`config.mk`:
```
export PLATFORM = sky130hd
export DESIGN_NAME = fpuAddArray
export DESIGN_NICKNAME = d
export VERILOG_FILES = /design/src/source/fpuPkg.sv /design/src/source/fpuDispatcher.sv /design/src/source/fpuLane.sv /design/src/source/fpuCollector.sv /design/src/source/fpuAddArray.sv
export VERILOG_INCLUDE_DIRS = /design/src /design/src/source
export SDC_FILE = /design/constraint.sdc
export NUM_CORES = 1
export LEC_CHECK = 0
export BUFFER_PORTS_ARGS = -buffer_cell sky130_fd_sc_hd__buf_2
export CAP_MARGIN = 10
export CORE_MARGIN = 8
export CORE_UTILIZATION = 60
export DETAILED_ROUTE_END_ITERATION = 8
export PLACE_DENSITY = 0.84
export SYNTH_ARGS = -nofsm -noshare
export SYNTH_HDL_FRONTEND = slang
export SYNTH_HIERARCHICAL = 1
export SYNTH_SLANG_ARGS = --single-unit
```
`constraint.sdc`:
```
create_clock -name clock -period 7.3 [get_ports clock]
set_clock_uncertainty 0.15 [all_clocks]
set_input_delay 1.46 -clock clock [delete_from_list [all_inputs] [get_ports clock]]
set_output_delay 1.46 -clock clock [all_outputs]
set_load 0.01 [all_outputs]
```
`src/source/fpu_defs.svh`:
```
/* Format widths and array sizing for the FP16 add/subtract array.
   Included by the package and by each RTL module that needs a width. */

`ifndef FPU_DEFS_SVH
`define FPU_DEFS_SVH

`default_nettype none

// Half-precision exponent field.
`define FP16_EXPW 5

// Stored fraction, hidden bit not included.
`define FP16_FRACW 10

// Guard and round bits kept while aligning; sticky is an extra bit below them.
`define FPU_GUARDW 2

// Number of lanes, a power of two.
`define FPU_LANES 4

// Sequence tag, one value per lane.
`define FPU_TAGW $clog2(`FPU_LANES)

`default_nettype wire

`endif

```
`src/source/fpuPkg.sv`:
```
/* Shared types of the FP16 add array: the number format, the host request,
   the tagged request sent to a lane and the tagged lane result. */

`include "fpu_defs.svh"

`default_nettype none

package fpuPkg;

  // IEEE half precision, sign on top.
  typedef struct packed {
    logic                     sign;
    logic [`FP16_EXPW-1:0]    exp;
    logic [`FP16_FRACW-1:0]   frac;
  } fp16_t;

  // One host request, b gets its sign flipped when subtract is set.
  typedef struct packed {
    fp16_t a;
    fp16_t b;
    logic  subtract;
  } fpuOp_t;

  // Request plus its issue order tag.
  typedef struct packed {
    fpuOp_t               op;
    logic [`FPU_TAGW-1:0] tag;
  } fpuTaggedOp_t;

  // Lane result, tag selects the collector slot.
  typedef struct packed {
    fp16_t                value;
    logic [`FPU_TAGW-1:0] tag;
  } fpuResult_t;

  // One bit per lane.
  // Used for start strobes, idle levels and done strobes.
  typedef logic [`FPU_LANES-1:0] laneMask_t;

endpackage

`default_nettype wire

```
`src/source/fpuDispatcher.sv`:
```
/* Hands each host request to the lowest idle lane with a sequence tag.
   Counts operations in flight and raises busy when every tag is taken. */

`timescale 1ns/1ps

`include "fpu_defs.svh"

`default_nettype none

module fpuDispatcher (
  input  logic                 clock,
  input  logic                 reset,
  input  logic                 inValid,
  input  fpuPkg::fpuOp_t       inOp,
  input  fpuPkg::laneMask_t    laneIdle,
  input  logic                 retire,
  output logic                 busy,
  output fpuPkg::laneMask_t    laneStart,
  output fpuPkg::fpuTaggedOp_t laneOp
);
  import fpuPkg::*;

  logic [`FPU_TAGW-1:0] tagCount;
  logic [`FPU_TAGW:0]   inFlight;
  logic [`FPU_TAGW:0]   inFlightNext;
  logic                 issue;

  // A strobe under busy is dropped.
  assign issue = inValid & ~busy;

  // Lowest set idle bit wins.
  // Two's complement isolates it in one step.
  always_comb begin
    laneStart = '0;
    if (issue) begin
      laneStart = laneIdle & (~laneIdle + 1'b1);
    end
  end

  // Broadcast to every lane, only the started one captures it.
  always_comb begin
    laneOp.op  = inOp;
    laneOp.tag = tagCount;
  end

  // Issue adds one, retire removes one, both may happen together.
  always_comb begin
    inFlightNext = inFlight;
    if (issue && !retire) begin
      inFlightNext = inFlight + 1'b1;
    end else if (!issue && retire) begin
      inFlightNext = inFlight - 1'b1;
    end
  end

  always_ff @(posedge clock) begin
    if (reset) begin
      tagCount <= '0;
      inFlight <= '0;
      busy     <= 1'b0;
    end else begin
      // Tag wraps naturally at the lane count.
      if (issue) begin
        tagCount <= tagCount + 1'b1;
      end
      inFlight <= inFlightNext;
      // Registered so busy tracks the count in the same cycle.
      busy     <= (inFlightNext == `FPU_LANES);
    end
  end

endmodule

`default_nettype wire

```
`src/source/fpuLane.sv`:
```
/* One FP16 add/subtract lane: sorts and aligns with a true sticky bit, adds,
   then normalizes left one bit per cycle and truncates toward zero. */

`timescale 1ns/1ps

`include "fpu_defs.svh"

`default_nettype none

module fpuLane (
  input  logic                 clock,
  input  logic                 reset,
  input  logic                 start,
  input  fpuPkg::fpuTaggedOp_t op,
  output logic                 idle,
  output logic                 done,
  output fpuPkg::fpuResult_t   result
);
  import fpuPkg::*;

  localparam int ExpW   = `FP16_EXPW;
  localparam int FracW  = `FP16_FRACW;
  localparam int GuardW = `FPU_GUARDW;
  // Hidden bit plus fraction.
  localparam int MantW  = FracW + 1;
  // Bits kept above sticky after alignment.
  localparam int AlignW = MantW + GuardW;
  // Working significand, sticky in bit 0.
  localparam int SigW   = AlignW + 1;
  // Largest finite exponent.
  localparam int MaxExp = (1 << ExpW) - 2;

  typedef enum logic [2:0] {
    stIdle,
    stAlign,
    stAdd,
    stNorm,
    stDone
  } laneState_t;

  laneState_t   state;
  laneState_t   stateNext;
  fpuTaggedOp_t opReg;

  // Align stage, combinational.
  fp16_t             alA;
  fp16_t             alB;
  fp16_t             alLarge;
  fp16_t             alSmall;
  logic [ExpW-1:0]   expDiff;
  logic [ExpW-1:0]   alShift;
  logic [2*AlignW-1:0] alWide;
  logic [SigW-1:0]   alSmallSig;

  // Registered after ALIGN.
  logic [SigW-1:0]   largeSig;
  logic [SigW-1:0]   smallSig;
  logic              effSub;
  logic              resSign;
  logic [ExpW:0]     resExp;

  // Add stage, combinational.
  logic [SigW:0]     sum;
  logic [SigW-1:0]   addSig;
  logic [ExpW:0]     addExp;
  logic              addZero;
  logic              addNormed;

  // Normalize registers.
  logic [SigW-1:0]   normSig;
  logic              resZero;

  // Subnormals read as zero of the same sign.
  function automatic fp16_t flushSub(input fp16_t x);
    fp16_t y;
    y = x;
    if (x.exp == '0) begin
      y.frac = '0;
    end
    return y;
  endfunction

  always_comb begin
    alA = flushSub(opReg.op.a);
    alB = flushSub(opReg.op.b);
    // Subtract is an add with b negated.
    alB.sign = opReg.op.b.sign ^ opReg.op.subtract;

    // Larger magnitude goes first.
    if ({alA.exp, alA.frac} >= {alB.exp, alB.frac}) begin
      alLarge = alA;
      alSmall = alB;
    end else begin
      alLarge = alB;
      alSmall = alA;
    end

    expDiff = alLarge.exp - alSmall.exp;
    // Past AlignW everything lands in sticky anyway.
    alShift = (expDiff > AlignW) ? ExpW'(AlignW) : expDiff;

    alWide = {(alSmall.exp != '0), alSmall.frac, {GuardW{1'b0}}, {AlignW{1'b0}}} >> alShift;
    // Every bit shifted below the guard bits ORs into sticky.
    alSmallSig = {alWide[2*AlignW-1 -: AlignW], |alWide[AlignW-1:0]};
  end

  always_comb begin
    if (effSub) begin
      sum = {1'b0, largeSig} - {1'b0, smallSig};
    end else begin
      sum = {1'b0, largeSig} + {1'b0, smallSig};
    end

    addZero   = (sum == '0);
    addSig    = sum[SigW-1:0];
    addExp    = resExp;
    addNormed = sum[SigW] | sum[SigW-1];

    // Carry out: one step right, the lost bit folds into sticky.
    if (sum[SigW]) begin
      addSig = {sum[SigW:2], sum[1] | sum[0]};
      addExp = resExp + 1'b1;
    end
  end

  always_comb begin
    stateNext = state;
    case (state)
      stIdle: begin
        if (start) begin
          stateNext = stAlign;
        end
      end
      stAlign: stateNext = stAdd;
      stAdd: begin
        // Zero, carry or already normal skips NORM.
        if (addZero || addNormed) begin
          stateNext = stDone;
        end else begin
          stateNext = stNorm;
        end
      end
      stNorm: begin
        // Ends on underflow or when this shift brings up the leading one.
        if (resExp <= 1 || normSig[SigW-2]) begin
          stateNext = stDone;
        end
      end
      stDone:  stateNext = stIdle;
      default: stateNext = stIdle;
    endcase
  end

  always_ff @(posedge clock) begin
    if (reset) begin
      state <= stIdle;
    end else begin
      state <= stateNext;
    end
  end

  always_ff @(posedge clock) begin
    case (state)
      stIdle: begin
        if (start) begin
          opReg <= op;
        end
      end
      stAlign: begin
        largeSig <= {(alLarge.exp != '0), alLarge.frac, {GuardW{1'b0}}, 1'b0};
        smallSig <= alSmallSig;
        effSub   <= alLarge.sign ^ alSmall.sign;
        // Result takes the sign of the larger magnitude.
        resSign  <= alLarge.sign;
        resExp   <= {1'b0, alLarge.exp};
      end
      stAdd: begin
        normSig <= addSig;
        resExp  <= addExp;
        resZero <= addZero;
      end
      stNorm: begin
        if (resExp <= 1) begin
          // Below the smallest normal.
          resZero <= 1'b1;
        end else begin
          normSig <= normSig << 1;
          resExp  <= resExp - 1'b1;
        end
      end
      default: begin
      end
    endcase
  end

  assign idle = (state == stIdle);
  assign done = (state == stDone);

  // Truncation drops guard and sticky, which is round toward zero.
  always_comb begin
    result.tag = opReg.tag;
    if (resZero) begin
      // Zero and flushed results are always +0.
      result.value = '0;
    end else if (resExp > MaxExp) begin
      result.value.sign = resSign;
      result.value.exp  = ExpW'(MaxExp);
      result.value.frac = '1;
    end else begin
      result.value.sign = resSign;
      result.value.exp  = resExp[ExpW-1:0];
      result.value.frac = normSig[SigW-2 -: FracW];
    end
  end

endmodule

`default_nettype wire

```
`src/source/fpuCollector.sv`:
```
/* Reorder buffer for lane results. Each lane writes the slot named by its tag,
   and the head slot is emitted once full, so results leave in issue order. */

`timescale 1ns/1ps

`include "fpu_defs.svh"

`default_nettype none

module fpuCollector (
  input  logic              clock,
  input  logic              reset,
  input  fpuPkg::laneMask_t laneDone,
  input  fpuPkg::fpuResult_t laneResult [`FPU_LANES],
  output logic              outValid,
  output fpuPkg::fp16_t     outValue
);
  import fpuPkg::*;

  // One slot per tag.
  fp16_t                slotValue [`FPU_LANES];
  laneMask_t            slotFull;
  logic [`FPU_TAGW-1:0] headPtr;

  always_ff @(posedge clock) begin
    if (reset) begin
      slotFull <= '0;
      headPtr  <= '0;
      outValid <= 1'b0;
    end else begin
      outValid <= slotFull[headPtr];
      // Oldest result is ready, send it and move on.
      if (slotFull[headPtr]) begin
        slotFull[headPtr] <= 1'b0;
        headPtr           <= headPtr + 1'b1;
      end
      // A lane never holds the head tag while it is being emitted.
      for (int i = 0; i < `FPU_LANES; i++) begin
        if (laneDone[i]) begin
          slotFull[laneResult[i].tag] <= 1'b1;
        end
      end
    end
  end

  // Payload path.
  // One write port per lane since several can finish together.
  always_ff @(posedge clock) begin
    if (slotFull[headPtr]) begin
      outValue <= slotValue[headPtr];
    end
    for (int i = 0; i < `FPU_LANES; i++) begin
      if (laneDone[i]) begin
        slotValue[laneResult[i].tag] <= laneResult[i].value;
      end
    end
  end

endmodule

`default_nettype wire

```
`src/source/fpuAddArray.sv`:
```
/* Top of the FP16 add/subtract array. A dispatcher feeds a row of lanes and
   a collector returns their results to the host in request order. */

`timescale 1ns/1ps

`include "fpu_defs.svh"

`default_nettype none

module fpuAddArray (
  input  logic           clock,
  input  logic           reset,
  input  logic           inValid,
  input  fpuPkg::fpuOp_t inOp,
  output logic           busy,
  output logic           outValid,
  output fpuPkg::fp16_t  outValue
);
  import fpuPkg::*;

  laneMask_t    laneStart;
  laneMask_t    laneIdle;
  laneMask_t    laneDone;
  fpuTaggedOp_t laneOp;
  fpuResult_t   laneResult [`FPU_LANES];

  // Each emitted result retires one tag.
  fpuDispatcher uDispatcher (
    .clock     (clock),
    .reset     (reset),
    .inValid   (inValid),
    .inOp      (inOp),
    .laneIdle  (laneIdle),
    .retire    (outValid),
    .busy      (busy),
    .laneStart (laneStart),
    .laneOp    (laneOp)
  );

  for (genvar i = 0; i < `FPU_LANES; i++) begin : gLane
    fpuLane uLane (
      .clock  (clock),
      .reset  (reset),
      .start  (laneStart[i]),
      .op     (laneOp),
      .idle   (laneIdle[i]),
      .done   (laneDone[i]),
      .result (laneResult[i])
    );
  end

  fpuCollector uCollector (
    .clock      (clock),
    .reset      (reset),
    .laneDone   (laneDone),
    .laneResult (laneResult),
    .outValid   (outValid),
    .outValue   (outValue)
  );

endmodule

`default_nettype wire

```
==> summary.md, run 1 <==
| Metric | Value |
|---|---|
| Avg Cell Area, Syn | `9.382 sq um` |
| Clock Latency Late Sink | `0.59 ns` |
| Longest Clk Path Bufs | `3` |
| Routability cong. | `0.9934` |
| Die span in y | `241.3 microns` |
| CP top delay family | `simple AND/OR/NAND/NOR gates` |
| Number of synthesis warnings | `6` |
| Status | `finished clean` |
| Crit path buffers/inverters | `0` |
| Unrepaired setup endpoints after global routing | `no` |
| Synth area leaders | `edfxtp_1 (40%), ha_1 (7.5%), nand2_1 (4.4%)` |
| Final Hold Vio Count | `0` |
| Crit path max fanout | `13` |
| Post-layout minimum cycle time | `6.460 ns` |
| Placed Cells | `3,802` |
| Global route overflow | `0` |
| Number of flops mapped to enable cells by yosys | `408` |
| CTS tree | `built` |
| Max-slew headroom | `12.23%` |
| Initial DRC count | `2,752` |
| Min-delay worst type | `reg2reg` |
| Max-slew violations | `0` |
| Placement Setup Slack | `1.000 ns` |
| Critical Path Stages | `20` |
| CTS Sinks | `433` |
| N_diodes | `0` |
| Worst Path Arrival | `6.62 ns` |
| CP startpoint | `gLane[3].uLane/alA[13]$_DFFE_PP_` |
| Sequential-to-total area share from yosys stat | `41.88%` |
| Finish-stage setup viols | `0` |
| Syn nets | `3,468` |
| Worst reg-to-reg path cell count | `20` |
| Leakage | `12.38 nW` |
| #FFs+latches synth | `433` |
| Remaining DRCs | `0` |
| Starting density of the core | `60.70%` |
| Fillers | `3,833` |
| Critical path, cell by cell | `nor3_1, nand2_1, and2_1, ha_1, nand2_1, or4_4, o21a_1, o21a_1, ha_1, o21ai_0, nand2_1, a2bb2oi_1, mux2i_1, xnor2_1, o311ai_2, mux2i_1, nor3_1, or4_1, o31ai_2, o2111ai_1` |
| Routed length per instance | `22.00 microns` |
| Max IR drop VDD | `0.2358 mV` |
| Yosys top cell area share | `40.23%` |
| Core area | `0.05017 sq mm` |
| Num CTS Buffers | `48` |
| Finished Layout Cells | `3,888` |
| WP data required | `7.46 ns` |
| Area of the multi-input gates | `0.01583 sq mm` |
| Top cells by count, synth | `edfxtp_1 (408), nand2_1 (353), nor2_1 (335)` |
| Synth area leader | `edfxtp_1` |
| Dpl hpwl | `62.43 mm` |
| Reg-to-Reg End | `gLane[3].uLane/smallSig[0]$_DFFE_PP_` |
| Power Density | `265.9 mW/mm^2` |
| Resized cells post-CTS | `0` |
| Total detailed-routing wirelength | `85.54 mm` |
| Post-synth top flop | `edfxtp_1` |
| Vias per std cell | `6.549` |
| Async S/R FF share, synth | `0%` |
| Post-DRT Antenna Nets | `0` |
| R2R setup slack | `0.84 ns` |
| Initial antenna violation count | `2` |
| Max Clk Rate | `154.8 MHz` |
| Largest net degree at the start of global routing | `39` |
| Synth unique cells | `113` |
| Worst setup margin | `0.8401 ns` |
| Area Overhead vs Synth | `6.648%` |
| Width of the die | `241.3 microns` |
| WS Path Type | `reg2reg` |
| Row count | `82` |
| Post-Syn Instances | `3,246` |
| Core Util, Final | `64.73%` |
| Post-Syn Area | `0.03045 sq mm` |
| Crit path largest cell delay | `0.90 ns` |
| RR Startpoint | `gLane[3].uLane/alA[13]$_DFFE_PP_` |
| Endpoint of the worst setup timing path | `gLane[3].uLane/smallSig[0]$_DFFE_PP_` |
| Max-Cap Viols | `0` |
| Crit. End Element | `flop` |
| Total number of vias | `25,460` |
| Vias in the first global route | `24,370` |
| DRT Pass-1 Iters | `8` |
| Hold Buf Count CTS | `0` |
| First-pass GRT wire length | `132.5 mm` |
| Total Neg Setup Slack | `0 ns` |
| Total global-route track usage | `28.67%` |
| Most frequent cell on the critical path | `nand2_1` |
| Nets | `3,402` |
| Clock slew at reported path FFs | `0.06 ns` |
| Fin crit share | `88.49%` |
| H-tree Lvls | `2` |
| CP max stage cell | `xnor2_1` |
| FF/Latch Area | `0.01275 sq mm` |
| Setup Buffers After CTS | `0` |
| Count leader, synth | `edfxtp_1` |
| I/O pin total | `54` |
| DIE AREA | `0.05822 sq mm` |
| CTS root buffer | `clkbuf_16` |
| Actual slew at the worst max-slew pin | `1.317 ns` |
| Port bufs | `53` |
| Startpoint types | `flop` |
| Layout cells sized above 1 | `8.489%` |
==> kinds of logic after synthesis <==
group	count (synthesis)	synth area share (%)
AO/OA/AOI/OAI	944	20.64
XOR/XNOR	91	2.716
adder cells (fa/ha/maj)	186	7.741
buffers and inverters	428	6.257
flip-flops	433	41.88
multiplexers	108	4.384
AND/OR/NAND/NOR	1056	16.39
==> cell usage in the layout, fill, tap and decap left out, drive strengths merged, types with 17 or more instances in the layout <==
cell,count
buf,85
inv,226
mux2,21
o21a,22
nor2b,49
o31ai,29
clkbuf,58
o22ai,20
ha,182
o211ai,24
o2bb2ai,22
nand2b,32
nor3,72
a21oi,213
dfxtp,25
o21ai,283
and2,46
a31oi,60
nand2,358
nand3,34
xnor2,66
edfxtp,408
a221oi,68
xor2,25
nor2,336
mux2i,70
mux4,17
a211oi,30
==> power by group <==
group	switching, mW	internal, mW	leakage (nW)
registers	0.135	3.02	3.92
clock network	1.01	1.62	0.819
logic	1.85	1.01	7.64
total	2.99	5.65	12.4
==> how the worst min path moves through the flow <==
stage                                            startpoint                                   to  slack (ns)  cells after the start
global route            gLane[2].uLane/normSig[1]$_DFFE_PP_  gLane[2].uLane/normSig[2]$_DFFE_PP_        0.40                      2
CTS                 gLane[2].uLane/normSig[0]$_SDFFCE_PP0P_  gLane[2].uLane/normSig[1]$_DFFE_PP_        0.38                      2
detailed placement  gLane[2].uLane/normSig[0]$_SDFFCE_PP0P_  gLane[2].uLane/normSig[1]$_DFFE_PP_        0.36                      2
finish              gLane[2].uLane/normSig[0]$_SDFFCE_PP0P_  gLane[2].uLane/normSig[1]$_DFFE_PP_        0.37                      2
floorplan              uDispatcher/tagCount[1]$_SDFFE_PP0P_   gLane[0].uLane/result[1]$_DFFE_PP_        0.33                      0
global placement         uDispatcher/inFlight[2]$_SDFF_PP0_   uDispatcher/inFlight[2]$_SDFF_PP0_        0.35                      2
==> per-layer routing <==
layer  share of wire [%]  global-route usage, %  vias to the layer above
li1                    -                      -                    11760
met1                  39                  36.23                    11970
met2                  47                  48.08                     1424
met3                 9.5                  5.255                      303
met4                 4.4                  12.33                        2
met5               0.018                      0                        -
==> area by class of cell <==
type	count	share of cell area, %
clock buffers	58	3.879
inverters	227	2.624
repair buffers	85	1.556
clock inverters	28	1.356
flip-flops and latches	433	39.26
multi-input cells	2385	48.73
well taps	672	2.589
==> metrics by stage <==
stage	area [sq um]	power (mW)	hold WS [ns]
detailed placement	30780	5.968	0.3637
global placement	30780	5.912	0.3534
global route	32480	9.018	0.3988
finish	32480	8.637	0.3727
floorplan	30450	5.278	0.3309
CTS	32480	8.592	0.3779
==> registers in the layout, indices dropped and copies added, names as in the netlist, 16 cells and up <==
signal,flops
gLane.uLane/opReg,88
uCollector/slotValue,64
gLane.uLane/smallSig,56
gLane.uLane/normSig,52
gLane.uLane/largeSig,44
gLane.uLane/alA,24
gLane.uLane/resExp,24
gLane.uLane/alB,20
uCollector/outValue,16
==> worst register-to-register path: cells and delay by family, from the launching register on <==
kind                       cells  cell delay [ns]
DFF                            1             0.48
xor gates and xnor gates       1             0.90
and+or+nand+nor                8             2.19
AOI/OAI and AO/OA              7             1.48
adders and majority gates      2             0.55
muxes                          2             0.43
Note: power is estimated with default switching activity, not from simulation.
==> inputs of run 2 (changes only) <==
- BUFFER_PORTS_ARGS: -buffer_cell sky130_fd_sc_hd__buf_2 -> default
- CTS_CLUSTER_DIAMETER: default -> 150
- DONT_BUFFER_PORTS: default -> 1
- PLACE_DENSITY: 0.84 -> 0.83
- clock period: 7.3 -> 6.6 ns (I/O delays scaled with it)
==> run 2 against run 1 <==
Net effect:
- sequential power up 11%
- worst setup slack got worse by 0.28 ns
- flip-flop and latch count is the same
- first-iteration DRC count increased by 0.58%
- critical path type unchanged
- fmax up 6.9%
==> summary.md, run 2 (synthesized netlist as in run 1, its figures left out) <==
| Metric | Value |
|---|---|
| Status | `finished clean` |
| Nets | `3,372` |
| Worst setup margin | `0.5552 ns` |
| Remaining DRCs | `0` |
| Largest net degree at the start of global routing | `39` |
| Met1 Track Usage GR | `35.58%` |
| Total number of vias | `25,480` |
| CTS root buffer | `clkbuf_16` |
| Final Hold Vio Count | `0` |
| Actual slew at the worst max-slew pin | `1.328 ns` |
| CTS tree | `built` |
| Vias in the first global route | `24,350` |
| Max-slew headroom | `11.47%` |
| Finished Layout Cells | `3,863` |
| Num CTS Buffers | `48` |
| Most frequent cell on the critical path | `and4_1` |
| First-pass GRT wire length | `135.4 mm` |
| Total global-route track usage | `29.65%` |
| Total Neg Setup Slack | `0 ns` |
| Port bufs | `0` |
| Hold Buf Count CTS | `0` |
| Commonest non-fill, non-tap cell in the layout | `edfxtp_1` |
| Crit. End Element | `flop` |
| Initial DRC count | `2,768` |
| Routed length per instance | `22.90 microns` |
| Crit path largest cell delay | `0.55 ns` |
| Gr busiest metal | `met2` |
| Placement Setup Slack | `0.6994 ns` |
| Width of the die | `241.3 microns` |
| CP max stage cell | `nor4_1` |
| Max-Cap Viols | `0` |
| Crit path buffers/inverters | `1` |
| Critical path, cell by cell | `nor4_1, nand2_1, and2_1, ha_1, and4_1, o21ai_0, o21ai_1, a21o_1, buf_4, mux2_2, or3_1, and4_1, nor2_1, a311oi_1, o32ai_1, o2111ai_1, o31a_1` |
| I/O pin total | `54` |
| Max IR drop VDD | `0.2405 mV` |
| Max-slew violations | `0` |
| Final Instance Area | `0.03226 sq mm` |
| Most frequent cells in the layout | `edfxtp_1 (408), nand2_1 (353), nor2_1 (334), o21ai_0 (260), inv_1 (223)` |
| Routability cong. | `0.9426` |
| Startpoint types | `flop` |
| Layout cells sized above 1 | `7.622%` |
| Post-DP Area | `0.03065 sq mm` |
| Power Density | `287.7 mW/mm^2` |
| Worst hold margin | `0.3749 ns` |
| Setup Buffers After CTS | `0` |
| DRT Pass-1 Iters | `6` |
| Finish-stage setup viols | `0` |
| Crit path max fanout | `36` |
| CP top delay family | `simple AND/OR/NAND/NOR gates` |
| Core area | `0.05017 sq mm` |
| Met3 Track Usage GR | `7.211%` |
| Clock slew at reported path FFs | `0.06 ns` |
| Max reg flops | `88` |
| WS Path Type | `reg2reg` |
| Unrepaired setup endpoints after global routing | `no` |
| Initial antenna violation count | `7` |
| Vias per std cell | `6.595` |
| Reg with most FFs | `gLane.uLane/opReg` |
| Dpl hpwl | `64.48 mm` |
| Starting density of the core | `60.70%` |
| WP data required | `6.77 ns` |
| Met2 Use GR | `49.66%` |
| Total detailed-routing wirelength | `88.45 mm` |
| Row count | `82` |
| CTS Sinks | `433` |
| Global route overflow | `0` |
| Placed Cells | `3,767` |
| Fin crit share | `91.59%` |
| Longest Clk Path Bufs | `3` |
| Core Util, Final | `64.30%` |
| Area Overhead vs Synth | `5.925%` |
| Resized cells post-CTS | `0` |
| Max Clk Rate | `165.4 MHz` |
| Clock Latency Late Sink | `0.60 ns` |
| Min-delay worst type | `reg2reg` |
| Leakage | `12.22 nW` |
| Post-layout minimum cycle time | `6.045 ns` |
| Tot Pwr | `9.280 mW` |
| Worst Path Arrival | `6.21 ns` |
| DIE AREA | `0.05822 sq mm` |
| H-tree Lvls | `2` |
| Die span in y | `241.3 microns` |
| Post-DRT Antenna Nets | `0` |
## run 2: routing by layer
metal / routed length, microns / vias to the layer above
met2: 41440 / 1420
met4: 4510 / 10
met5: 70 / -
met3: 9512 / 349
li1: - / 11700
met1: 32920 / 12000
## run 2: path summary, 6_finish.rpt
path                                      start                                   end  slack, ns  cells after the start
min reg2reg  uDispatcher/inFlight[2]$_SDFF_PP0_    uDispatcher/inFlight[2]$_SDFF_PP0_       0.37                      2
max reg2reg    gLane[1].uLane/alA[10]$_DFFE_PP_  gLane[1].uLane/smallSig[0]$_DFFE_PP_       0.56                     17
min          uDispatcher/inFlight[2]$_SDFF_PP0_    uDispatcher/inFlight[2]$_SDFF_PP0_       0.37                      2
max            gLane[1].uLane/alA[10]$_DFFE_PP_  gLane[1].uLane/smallSig[0]$_DFFE_PP_       0.56                     17
## run 2: power by group
| part | internal [mW] | switching, mW | total [mW] |
|---|---|---|---|
| registers | 3.34 | 0.150 | 3.49 |
| logic | 1.14 | 2.01 | 3.15 |
| clock network | 1.54 | 1.10 | 2.64 |
| total | 6.02 | 3.26 | 9.28 |
## run 2: cell type report
cell class	count	area, sq um
clock inverter	32	281.5
timing repair buffer	55	422.9
sequential	433	12750
tap	672	840.8
inverter	227	852.1
fill	3935	17910
multi-input combinational	2385	15830
antenna	3	7.507
clock buffer	56	1274
## run 2: worst reg2reg max path, stage by stage, from the launching register on
cell and delay [ns]:
edfxtp_1 0.46, nor4_1 0.55, nand2_1 0.38, and2_1 0.33
ha_1 0.30, and4_1 0.19, o21ai_0 0.08, o21ai_1 0.26
a21o_1 0.18, buf_4 0.32, mux2_2 0.41, or3_1 0.41
and4_1 0.34, nor2_1 0.26, a311oi_1 0.20, o32ai_1 0.49
o2111ai_1 0.20, o31a_1 0.28
